File: src/verilog/cpu_pkg.sv
package cpu_pkg;

    typedef logic [31:0] word_t;  // data, address and instruction words
    typedef logic [4:0] reg_addr_t;

    typedef enum logic [2:0] {
        reg_arith,
        imm_arith,
        load,
        store,
        branch,
        jump,
        illegal
    } op_class_t;

    typedef enum logic [2:0] {
        alu_add,
        alu_sub,
        alu_and,
        alu_or,
        alu_xor
    } alu_op_t;

    typedef enum logic [1:0] {
        idle,
        fetch_owner,
        data_owner
    } arb_state_t;

    localparam logic [6:0] OPC_OP = 7'b0110011;
    localparam logic [6:0] OPC_OP_IMM = 7'b0010011;
    localparam logic [6:0] OPC_LOAD = 7'b0000011;
    localparam logic [6:0] OPC_STORE = 7'b0100011;
    localparam logic [6:0] OPC_BRANCH = 7'b1100011;
    localparam logic [6:0] OPC_JAL = 7'b1101111;

endpackage

File: src/verilog/register_file.sv
`timescale 1ns/1ps

module register_file import cpu_pkg::*; (
    input logic clk,
    input logic rst,
    input reg_addr_t rs1_addr,
    input reg_addr_t rs2_addr,
    input logic wr_en,
    input reg_addr_t wr_addr,
    input word_t wr_data,
    output word_t rs1_data,
    output word_t rs2_data
);
    word_t regs [1:31];  // x0 has no storage

    assign rs1_data = (rs1_addr == '0) ? '0 : regs[rs1_addr];
    assign rs2_data = (rs2_addr == '0) ? '0 : regs[rs2_addr];

    always_ff @(posedge clk) begin
        if (!rst) begin
            for (int i = 1; i < 32; i++) begin
                regs[i] <= '0;
            end
        end else if (wr_en && wr_addr != '0) begin
            regs[wr_addr] <= wr_data;
        end
    end

endmodule

File: src/verilog/fetch_stage.sv
`timescale 1ns/1ps

module fetch_stage import cpu_pkg::*; #(
    parameter word_t RESET_PC = '0
) (
    input logic clk,
    input logic rst,
    input logic stall,
    input logic redirect_valid,
    input word_t redirect_pc,
    input word_t ibus_dat_r,
    input logic ibus_ack,
    output logic done,
    output word_t pc_out,
    output word_t instr_out,
    output logic ibus_cyc,
    output logic ibus_stb,
    output word_t ibus_adr
);
    word_t next_pc;  // address of the next fetch
    logic discard;   // fetch on the bus went stale on a redirect

    assign ibus_stb = ibus_cyc;

    always_ff @(posedge clk) begin
        if (!rst) begin
            done <= 1'b0;
            ibus_cyc <= 1'b0;
            discard <= 1'b0;
            next_pc <= RESET_PC;
        end else begin
            if (done && !stall) begin
                done <= 1'b0;
            end
            if (ibus_cyc && ibus_ack) begin
                ibus_cyc <= 1'b0;
                discard <= 1'b0;
                if (!discard && !redirect_valid) begin
                    done <= 1'b1;
                    next_pc <= ibus_adr + 32'd4;
                end
            end else if (!ibus_cyc && !done && !redirect_valid) begin
                ibus_cyc <= 1'b1;  // buffer empty, prefetch
            end
            if (redirect_valid) begin
                done <= 1'b0;
                next_pc <= redirect_pc;
                if (ibus_cyc && !ibus_ack) begin
                    discard <= 1'b1;  // let it finish, drop the data
                end
            end
        end
    end

    always_ff @(posedge clk) begin
        if (ibus_cyc && ibus_ack) begin
            pc_out <= ibus_adr;
            instr_out <= ibus_dat_r;
        end
        if (!ibus_cyc) begin
            ibus_adr <= next_pc;  // frozen while the access is open
        end
    end

endmodule

File: src/verilog/decode_stage.sv
`timescale 1ns/1ps

module decode_stage import cpu_pkg::*; (
    input logic clk,
    input logic rst,
    input logic prev_done,
    input word_t pc_in,
    input word_t instr_in,
    input word_t rs1_data,
    input word_t rs2_data,
    input logic next_stall,
    input logic retire_valid,
    output logic stall,
    output reg_addr_t rs1_addr,
    output reg_addr_t rs2_addr,
    output logic done,
    output word_t pc_out,
    output op_class_t op_class,
    output alu_op_t alu_op,
    output word_t imm,
    output word_t src1,
    output word_t src2,
    output reg_addr_t rd
);
    logic busy;  // an instruction is in flight until it retires
    logic take;
    logic [2:0] funct3;
    op_class_t cls;
    alu_op_t aop;
    word_t imm_val;
    logic writes_rd;

    assign stall = busy;
    assign take = prev_done && !busy;
    assign funct3 = instr_in[14:12];
    assign rs1_addr = instr_in[19:15];
    assign rs2_addr = instr_in[24:20];
    assign writes_rd = cls inside {reg_arith, imm_arith, load, jump};

    always_comb begin
        aop = alu_add;
        case (instr_in[6:0])
            OPC_OP: begin
                cls = reg_arith;
                case (funct3)
                    3'b000: aop = instr_in[30] ? alu_sub : alu_add;
                    3'b100: aop = alu_xor;
                    3'b110: aop = alu_or;
                    3'b111: aop = alu_and;
                    default: cls = illegal;  // shifts and compares not supported
                endcase
            end
            OPC_OP_IMM: cls = (funct3 == 3'b000) ? imm_arith : illegal;
            OPC_LOAD: cls = (funct3 == 3'b010) ? load : illegal;
            OPC_STORE: cls = (funct3 == 3'b010) ? store : illegal;
            OPC_BRANCH: cls = (funct3 == 3'b000) ? branch : illegal;
            OPC_JAL: cls = jump;
            default: cls = illegal;
        endcase
    end

    always_comb begin
        case (cls)
            store: imm_val = {{20{instr_in[31]}}, instr_in[31:25], instr_in[11:7]};
            branch: imm_val = {{19{instr_in[31]}}, instr_in[31], instr_in[7],
                               instr_in[30:25], instr_in[11:8], 1'b0};
            jump: imm_val = {{11{instr_in[31]}}, instr_in[31], instr_in[19:12],
                             instr_in[20], instr_in[30:21], 1'b0};
            default: imm_val = {{20{instr_in[31]}}, instr_in[31:20]};
        endcase
    end

    always_ff @(posedge clk) begin
        if (!rst) begin
            busy <= 1'b0;
            done <= 1'b0;
        end else if (take) begin
            busy <= 1'b1;
            done <= 1'b1;
        end else begin
            if (retire_valid) begin
                busy <= 1'b0;
            end
            if (done && !next_stall) begin
                done <= 1'b0;
            end
        end
    end

    always_ff @(posedge clk) begin
        if (take) begin
            pc_out <= pc_in;
            op_class <= cls;
            alu_op <= aop;
            imm <= imm_val;
            src1 <= rs1_data;
            src2 <= rs2_data;
            rd <= writes_rd ? instr_in[11:7] : '0;  // 0 means no write
        end
    end

endmodule

File: src/verilog/execute_stage.sv
`timescale 1ns/1ps

module execute_stage import cpu_pkg::*; (
    input logic clk,
    input logic rst,
    input logic prev_done,
    input word_t pc_in,
    input op_class_t op_class,
    input alu_op_t alu_op,
    input word_t imm,
    input word_t src1,
    input word_t src2,
    input reg_addr_t rd,
    input logic next_stall,
    output logic stall,
    output logic done,
    output word_t pc_out,
    output op_class_t op_class_out,
    output reg_addr_t rd_out,
    output word_t result,
    output word_t store_data,
    output logic redirect_valid,
    output word_t redirect_pc
);
    logic take;
    logic taken;  // jal, or beq with equal operands
    word_t alu_b;
    word_t res;

    assign stall = done && next_stall;
    assign take = prev_done && !stall;
    assign alu_b = (op_class == reg_arith) ? src2 : imm;
    assign taken = (op_class == jump) || (op_class == branch && src1 == src2);

    // loads and stores decode as add, so this also gives src1 + imm
    always_comb begin
        case (alu_op)
            alu_sub: res = src1 - alu_b;
            alu_and: res = src1 & alu_b;
            alu_or: res = src1 | alu_b;
            alu_xor: res = src1 ^ alu_b;
            default: res = src1 + alu_b;
        endcase
        if (op_class == jump) begin
            res = pc_in + 32'd4;  // link address
        end
    end

    always_ff @(posedge clk) begin
        if (!rst) begin
            done <= 1'b0;
            redirect_valid <= 1'b0;
        end else begin
            redirect_valid <= take && taken;
            if (take) begin
                done <= 1'b1;
            end else if (!next_stall) begin
                done <= 1'b0;
            end
        end
    end

    always_ff @(posedge clk) begin
        if (take) begin
            pc_out <= pc_in;
            op_class_out <= op_class;
            rd_out <= rd;
            result <= res;
            store_data <= src2;
            redirect_pc <= pc_in + imm;
        end
    end

endmodule

File: src/verilog/memory_writeback_stage.sv
`timescale 1ns/1ps

module memory_writeback_stage import cpu_pkg::*; (
    input logic clk,
    input logic rst,
    input logic prev_done,
    input word_t pc_in,
    input op_class_t op_class,
    input reg_addr_t rd,
    input word_t result,
    input word_t store_data,
    input word_t dbus_dat_r,
    input logic dbus_ack,
    output logic stall,
    output logic dbus_cyc,
    output logic dbus_stb,
    output logic dbus_we,
    output word_t dbus_adr,
    output word_t dbus_dat_w,
    output logic rf_wr_en,
    output reg_addr_t rf_wr_addr,
    output word_t rf_wr_data,
    output logic retire_valid,
    output word_t retire_pc,
    output reg_addr_t retire_rd,
    output word_t retire_data
);
    logic take;
    logic is_mem;
    logic mem_done;

    assign stall = dbus_cyc;  // busy only while a data access is open
    assign take = prev_done && !stall;
    assign is_mem = (op_class == load) || (op_class == store);
    assign mem_done = dbus_cyc && dbus_ack;
    assign dbus_stb = dbus_cyc;
    assign rf_wr_addr = retire_rd;
    assign rf_wr_data = retire_data;

    always_ff @(posedge clk) begin
        if (!rst) begin
            dbus_cyc <= 1'b0;
            retire_valid <= 1'b0;
            rf_wr_en <= 1'b0;
        end else begin
            retire_valid <= 1'b0;
            rf_wr_en <= 1'b0;
            if (take && is_mem) begin
                dbus_cyc <= 1'b1;
            end else if (take) begin
                retire_valid <= 1'b1;
                rf_wr_en <= (rd != '0);
            end else if (mem_done) begin
                dbus_cyc <= 1'b0;
                retire_valid <= 1'b1;
                rf_wr_en <= (retire_rd != '0);  // stores carry rd 0
            end
        end
    end

    always_ff @(posedge clk) begin
        if (take) begin
            retire_pc <= pc_in;
            retire_rd <= rd;
            retire_data <= result;
            dbus_we <= (op_class == store);
            dbus_adr <= result;
            dbus_dat_w <= store_data;
        end else if (mem_done && !dbus_we) begin
            retire_data <= dbus_dat_r;
        end
    end

endmodule

File: src/verilog/bus_arbiter.sv
`timescale 1ns/1ps

module bus_arbiter import cpu_pkg::*; (
    input logic clk,
    input logic rst,
    input logic ibus_cyc,
    input logic ibus_stb,
    input word_t ibus_adr,
    input logic dbus_cyc,
    input logic dbus_stb,
    input logic dbus_we,
    input word_t dbus_adr,
    input word_t dbus_dat_w,
    input word_t wb_dat_r,
    input logic wb_ack,
    output word_t ibus_dat_r,
    output logic ibus_ack,
    output word_t dbus_dat_r,
    output logic dbus_ack,
    output logic wb_cyc,
    output logic wb_stb,
    output logic wb_we,
    output word_t wb_adr,
    output word_t wb_dat_w
);
    arb_state_t state;

    assign ibus_dat_r = wb_dat_r;
    assign dbus_dat_r = wb_dat_r;
    assign wb_dat_w = dbus_dat_w;  // only the data master writes

    always_ff @(posedge clk) begin
        if (!rst) begin
            state <= idle;
        end else begin
            case (state)
                idle: begin
                    if (dbus_cyc && dbus_stb) begin
                        state <= data_owner;  // data wins a tie
                    end else if (ibus_cyc && ibus_stb) begin
                        state <= fetch_owner;
                    end
                end
                fetch_owner, data_owner: begin
                    if (wb_ack) begin
                        state <= idle;
                    end
                end
                default: state <= idle;
            endcase
        end
    end

    always_comb begin
        wb_cyc = 1'b0;
        wb_stb = 1'b0;
        wb_we = 1'b0;
        wb_adr = ibus_adr;
        ibus_ack = 1'b0;
        dbus_ack = 1'b0;
        case (state)
            fetch_owner: begin
                wb_cyc = ibus_cyc;
                wb_stb = ibus_stb;
                ibus_ack = wb_ack;
            end
            data_owner: begin
                wb_cyc = dbus_cyc;
                wb_stb = dbus_stb;
                wb_we = dbus_we;
                wb_adr = dbus_adr;
                dbus_ack = wb_ack;
            end
            default: begin
            end
        endcase
    end

endmodule

File: src/verilog/cpu_top.sv
`timescale 1ns/1ps

module cpu_top import cpu_pkg::*; #(
    parameter word_t RESET_PC = '0
) (
    input logic clk,
    input logic rst,
    input word_t wb_dat_r,
    input logic wb_ack,
    output logic wb_cyc,
    output logic wb_stb,
    output logic wb_we,
    output word_t wb_adr,
    output word_t wb_dat_w,
    output logic retire_valid,
    output word_t retire_pc,
    output reg_addr_t retire_rd,
    output word_t retire_data
);
    logic f_done;
    word_t f_pc;
    word_t f_instr;
    logic ibus_cyc;
    logic ibus_stb;
    word_t ibus_adr;
    word_t ibus_dat_r;
    logic ibus_ack;

    logic d_stall;
    reg_addr_t rs1_addr;
    reg_addr_t rs2_addr;
    word_t rs1_data;
    word_t rs2_data;
    logic d_done;
    word_t d_pc;
    op_class_t d_op_class;
    alu_op_t d_alu_op;
    word_t d_imm;
    word_t d_src1;
    word_t d_src2;
    reg_addr_t d_rd;

    logic e_stall;
    logic e_done;
    word_t e_pc;
    op_class_t e_op_class;
    reg_addr_t e_rd;
    word_t e_result;
    word_t e_store_data;
    logic redirect_valid;
    word_t redirect_pc;

    logic m_stall;
    logic dbus_cyc;
    logic dbus_stb;
    logic dbus_we;
    word_t dbus_adr;
    word_t dbus_dat_w;
    word_t dbus_dat_r;
    logic dbus_ack;
    logic rf_wr_en;
    reg_addr_t rf_wr_addr;
    word_t rf_wr_data;

    fetch_stage #(
        .RESET_PC (RESET_PC)
    ) u_fetch_stage (
        .clk            (clk),
        .rst            (rst),
        .stall          (d_stall),
        .redirect_valid (redirect_valid),
        .redirect_pc    (redirect_pc),
        .ibus_dat_r     (ibus_dat_r),
        .ibus_ack       (ibus_ack),
        .done           (f_done),
        .pc_out         (f_pc),
        .instr_out      (f_instr),
        .ibus_cyc       (ibus_cyc),
        .ibus_stb       (ibus_stb),
        .ibus_adr       (ibus_adr)
    );

    decode_stage u_decode_stage (
        .clk          (clk),
        .rst          (rst),
        .prev_done    (f_done),
        .pc_in        (f_pc),
        .instr_in     (f_instr),
        .rs1_data     (rs1_data),
        .rs2_data     (rs2_data),
        .next_stall   (e_stall),
        .retire_valid (retire_valid),
        .stall        (d_stall),
        .rs1_addr     (rs1_addr),
        .rs2_addr     (rs2_addr),
        .done         (d_done),
        .pc_out       (d_pc),
        .op_class     (d_op_class),
        .alu_op       (d_alu_op),
        .imm          (d_imm),
        .src1         (d_src1),
        .src2         (d_src2),
        .rd           (d_rd)
    );

    register_file u_register_file (
        .clk      (clk),
        .rst      (rst),
        .rs1_addr (rs1_addr),
        .rs2_addr (rs2_addr),
        .wr_en    (rf_wr_en),
        .wr_addr  (rf_wr_addr),
        .wr_data  (rf_wr_data),
        .rs1_data (rs1_data),
        .rs2_data (rs2_data)
    );

    execute_stage u_execute_stage (
        .clk            (clk),
        .rst            (rst),
        .prev_done      (d_done),
        .pc_in          (d_pc),
        .op_class       (d_op_class),
        .alu_op         (d_alu_op),
        .imm            (d_imm),
        .src1           (d_src1),
        .src2           (d_src2),
        .rd             (d_rd),
        .next_stall     (m_stall),
        .stall          (e_stall),
        .done           (e_done),
        .pc_out         (e_pc),
        .op_class_out   (e_op_class),
        .rd_out         (e_rd),
        .result         (e_result),
        .store_data     (e_store_data),
        .redirect_valid (redirect_valid),
        .redirect_pc    (redirect_pc)
    );

    memory_writeback_stage u_memory_writeback_stage (
        .clk          (clk),
        .rst          (rst),
        .prev_done    (e_done),
        .pc_in        (e_pc),
        .op_class     (e_op_class),
        .rd           (e_rd),
        .result       (e_result),
        .store_data   (e_store_data),
        .dbus_dat_r   (dbus_dat_r),
        .dbus_ack     (dbus_ack),
        .stall        (m_stall),
        .dbus_cyc     (dbus_cyc),
        .dbus_stb     (dbus_stb),
        .dbus_we      (dbus_we),
        .dbus_adr     (dbus_adr),
        .dbus_dat_w   (dbus_dat_w),
        .rf_wr_en     (rf_wr_en),
        .rf_wr_addr   (rf_wr_addr),
        .rf_wr_data   (rf_wr_data),
        .retire_valid (retire_valid),
        .retire_pc    (retire_pc),
        .retire_rd    (retire_rd),
        .retire_data  (retire_data)
    );

    bus_arbiter u_bus_arbiter (
        .clk        (clk),
        .rst        (rst),
        .ibus_cyc   (ibus_cyc),
        .ibus_stb   (ibus_stb),
        .ibus_adr   (ibus_adr),
        .dbus_cyc   (dbus_cyc),
        .dbus_stb   (dbus_stb),
        .dbus_we    (dbus_we),
        .dbus_adr   (dbus_adr),
        .dbus_dat_w (dbus_dat_w),
        .wb_dat_r   (wb_dat_r),
        .wb_ack     (wb_ack),
        .ibus_dat_r (ibus_dat_r),
        .ibus_ack   (ibus_ack),
        .dbus_dat_r (dbus_dat_r),
        .dbus_ack   (dbus_ack),
        .wb_cyc     (wb_cyc),
        .wb_stb     (wb_stb),
        .wb_we      (wb_we),
        .wb_adr     (wb_adr),
        .wb_dat_w   (wb_dat_w)
    );

endmodule

File: config.mk
export PLATFORM = sky130hd
export DESIGN_NAME = cpu_top
export DESIGN_NICKNAME = d
export VERILOG_FILES = /design/src/verilog/cpu_pkg.sv /design/src/verilog/register_file.sv /design/src/verilog/fetch_stage.sv /design/src/verilog/decode_stage.sv /design/src/verilog/execute_stage.sv /design/src/verilog/memory_writeback_stage.sv /design/src/verilog/bus_arbiter.sv /design/src/verilog/cpu_top.sv
export SDC_FILE = /design/constraint.sdc
export NUM_CORES = 2
export LEC_CHECK = 0
export ABC_AREA = 1
export BUFFER_PORTS_ARGS = -buffer_cell sky130_fd_sc_hd__buf_2
export CORE_ASPECT_RATIO = 0.5
export CORE_MARGIN = 5
export CORE_UTILIZATION = 38
export CTS_BUF_LIST = sky130_fd_sc_hd__clkbuf_8
export DETAILED_ROUTE_END_ITERATION = 10
export PLACE_DENSITY = 0.56
export SYNTH_ARGS = -nofsm -noshare
export SYNTH_HDL_FRONTEND = slang
export SYNTH_HIERARCHICAL = 1
export SYNTH_SLANG_ARGS = --single-unit
File: constraint.sdc
create_clock -name clk -period 9.4 [get_ports clk]
set_input_delay 0.47 -clock clk [delete_from_list [all_inputs] [get_ports clk]]
set_output_delay 0.47 -clock clk [all_outputs]
set_load 0.01 [all_outputs]
==> summary.txt <==
Cells and area
  – FF/Latch Area: 46500 µm²
  – Commonest non-fill, non-tap cells in the layout: nand2_1, nor2_1, edfxtp_1, nand3_1, o21ai_0
  – Post-layout util: 41.2%
  – FILL cells: 22000
  – Most common cell after layout, fill and taps aside: nand2_1
  – Area occupied by multi-input gates: 32300 µm²
  – P&R area growth vs syn: 8.06%
  – Fin nets: 9934
  – Share of layout cells above drive strength 1: 7.55%

Clocking
  – Root Driver: clkbuf_8
  – Post-CTS Setup Inserts: 0
  – Total CTS buffers: 243
  – Clock Path Buffers: 4
  – Worst-Skew Late Latency: 1.01 ns
  – Hold_buf cts: 35
  – Post_cts resized: 0
  – Worst-path clk slew: 0.07 ns
  – CTS tree: done
  – Sinks on the clock net: 1562
  – H-tree depth: 4

Synthesis
  – Seq/Total Area, Yosys: 55.1%
  – Synth area leaders: edfxtp_1, nand2_1, nor2_1, nand3_1, o21ai_0
  – Netlist cell types: 61
  – Post-synth ARST share: 0%
  – Number of synthesized flops with an enable pin: 1518
  – Syn Std Cell Area: 84300 µm²
  – Mapped Avg Cell Area: 8.46 µm²
  – Synth top area share: 54.1%
  – Post-synthesis register bit count: 1562
  – Synth warnings: 6
  – Mapped Cells: 9958
  – Prevailing post-synth register cell: edfxtp_1
  – Synth area leader: edfxtp_1

Worst hold path
  – Hold WC Path Type: in2reg
  – Hold Startpoint: wb_dat_r[1]
  – Hold path depth: 2
  – Min-Delay Endpoint: u_fetch_stage/instr_out[1]

STA
  – Minimum hold slack: 0.227 ns
  – RSZ-0062 raised after global routing: false
  – Worst Tran Pin Value: 1.28 ns
  – Fmax: 194 MHz
  – Final Max Tran Viols: 0
  – Final min period: 5.16 ns
  – Final period util: 54.9%
  – Max_slew headroom: 14.3%
  – Fin Setup TNS: 0 ns
  – Clk_skew: 0.112 ns
  – Final hold vios: 0
  – Final number of setup-violating endpoints: 0

Die
  – I/O pin count: 172
  – Die height: 343 µm
  – DIE AREA: 232000 µm²
  – Die width: 676 µm
  – Core area: 221000 µm²
  – Rows: 122
  – Initial Utilization: 38.2%

Global routing
  – Overall Global Routing Usage: 27.6%
  – Initial antenna violation count: 12
  – Largest net degree at the start of global routing: 169
  – Number of global-route vias before repair: 66600
  – Gr ovfl total: 0
  – First-pass GRT wire length: 468000 µm

Critical path
  – Critical setup path kind: reg2reg
  – Reg2reg end: u_execute_stage/result[26]
  – RR Startpoint: u_decode_stage/op_class[2]
  – CP arrival: 5.80 ns
  – Critical Path Sink Type: flip-flop
  – Worst Setup Start Kind: flip-flop
  – Worst Reg-to-Reg Cells: 22
  – Req. time, crit path: 10.04 ns
  – R2R setup slack: 4.24 ns
  – Crit path max fanout: 43

Power and ir drop
  – Peak supply drop: 109 µV
  – LEAKAGE: 37.3 nW
  – Pwr Density: 161 nW/µm²
  – Overall Power: 14.7 mW

Detailed routing
  – Via count: 71900
  – Antenna Violating Nets Remaining: 0
  – Drt first pass iters: 9
  – # DRC: 0
  – Detailed Route WL: 332000 µm
  – Starting DRT DRC Count: 10100
  – Vias per cell: 5.56
  – Routed len/inst: 25.6 µm

Placed design
  – Post-DP HPWL: 197000 µm
  – I/O Buffers: 171
  – Routability cong.: 0.949

Flow run
  – Number of max-cap violations: 0

Run status
  – Outcome: finished, final reports clean
power breakdown:
group	total, mW	internal [mW]	switching [mW]
sequential	7.97	7.83	0.134
combinational	1.25	0.309	0.943
clock	5.46	2.63	2.83
through the flow:
stage | std cells | setup WS, ns | area (µm²)
floorplan | 9989 | 2.41 | 84400
global placement | 12500 | 4.30 | 86300
detailed placement | 12500 | 4.34 | 86300
CTS | 12900 | 4.24 | 91100
global route | 12900 | 3.80 | 91100
finish | 12900 | 4.24 | 91100
sequential cells by signal, summed over array words and instances (netlist names), 21 cells and up, named ones only:
| register | count |
|---|---|
| u_memory_writeback_stage/dbus_dat_w | 32 |
| u_decode_stage/imm | 21 |
| u_fetch_stage/ibus_adr | 32 |
| u_execute_stage/pc_out | 32 |
| u_decode_stage/src2 | 32 |
| u_memory_writeback_stage/dbus_adr | 32 |
| u_execute_stage/store_data | 32 |
| u_execute_stage/result | 32 |
| u_memory_writeback_stage/retire_pc | 32 |
| u_execute_stage/redirect_pc | 32 |
| u_fetch_stage/next_pc | 32 |
| u_memory_writeback_stage/retire_data | 32 |
| u_fetch_stage/instr_out | 32 |
| u_register_file/regs | 1024 |
| u_decode_stage/pc_out | 32 |
| u_decode_stage/src1 | 32 |
| u_fetch_stage/pc_out | 32 |
how the worst max path moves through the flow:
| stage | from | to | slack, ns | depth (start not counted) |
|---|---|---|---|---|
| 6_report | u_decode_stage/op_class[2] | u_execute_stage/result[26] | 4.24 | 22 |
| 5_1_grt | u_decode_stage/op_class[2] | u_execute_stage/result[26] | 3.80 | 22 |
| 4_1_cts | u_decode_stage/op_class[2] | u_execute_stage/result[26] | 4.24 | 22 |
| 3_5_place_dp | u_decode_stage/op_class[2] | u_execute_stage/result[26] | 4.34 | 22 |
| 3_3_place_gp | u_decode_stage/op_class[2] | u_execute_stage/result[26] | 4.30 | 22 |
| 2_1_floorplan | u_memory_writeback_stage/dbus_cyc | u_execute_stage/op_class_out[0] | 2.41 | 4 |
cell usage after synthesis (all sizes together) (2+ instances only):
library cell,n
o221ai,2
a221oi,10
o21ai,541
nor3,40
fa,2
clkinv,4
ha,130
and3,3
buf,514
a21boi,9
nand3b,6
clkbuf,325
a22oi,21
xor2,83
or2,8
nor2,2002
inv,393
nand4,13
o21a,2
nand2,2768
a21o,12
o21bai,12
xnor2,37
dfxtp,44
nand3,1109
a211oi,12
o211ai,32
nor4,14
a31oi,29
a21oi,254
edfxtp,1518
worst max-delay path, stage by stage (launching register included):
cell and delay (ns):
edfxtp_1 0.40, inv_1 0.56, nand2_4 0.41, o21ai_1 0.43
nand3_2 0.18, nor2_4 0.24, inv_1 0.06, nor2_1 0.12
inv_1 0.07, o21ai_0 0.19, xor2_1 0.10, ha_1 0.37
nand2_1 0.13, nor2_1 0.16, nand2_1 0.06, o21ai_0 0.70
a21oi_1 0.13, inv_1 0.14, nand2_1 0.08, nand2_1 0.06
nand2_1 0.05, nand3_1 0.07, a21oi_1 0.08
cells by family after synthesis:
group	synth area share, %
simple gates	28.8
buf+inv	6.79
other cells	0.00445
xor+xnor	1.25
fa+ha+maj	1.98
flops	55.1
compound gates	6.05
layer usage:
layer / GRT usage [%] / up-vias / routed length, µm
li1: - / 32400 / -
met5: 0 / - / 27
met2: 40.7 / 4246 / 140000
met3: 8.85 / 713 / 43100
met4: 13.0 / 4 / 17000
met1: 36.7 / 34500 / 131000
final cells by class:
cell class | instances | share of cell area (%)
antenna | 4 | 0.0110
clock buffer | 259 | 3.91
clock inverter | 178 | 0.901
inverter | 397 | 1.68
multi-input combinational | 7191 | 35.5
sequential | 1562 | 51.0
tap | 2976 | 4.09
timing repair buffer | 372 | 2.91
Note: power is estimated with default switching activity, not from simulation.
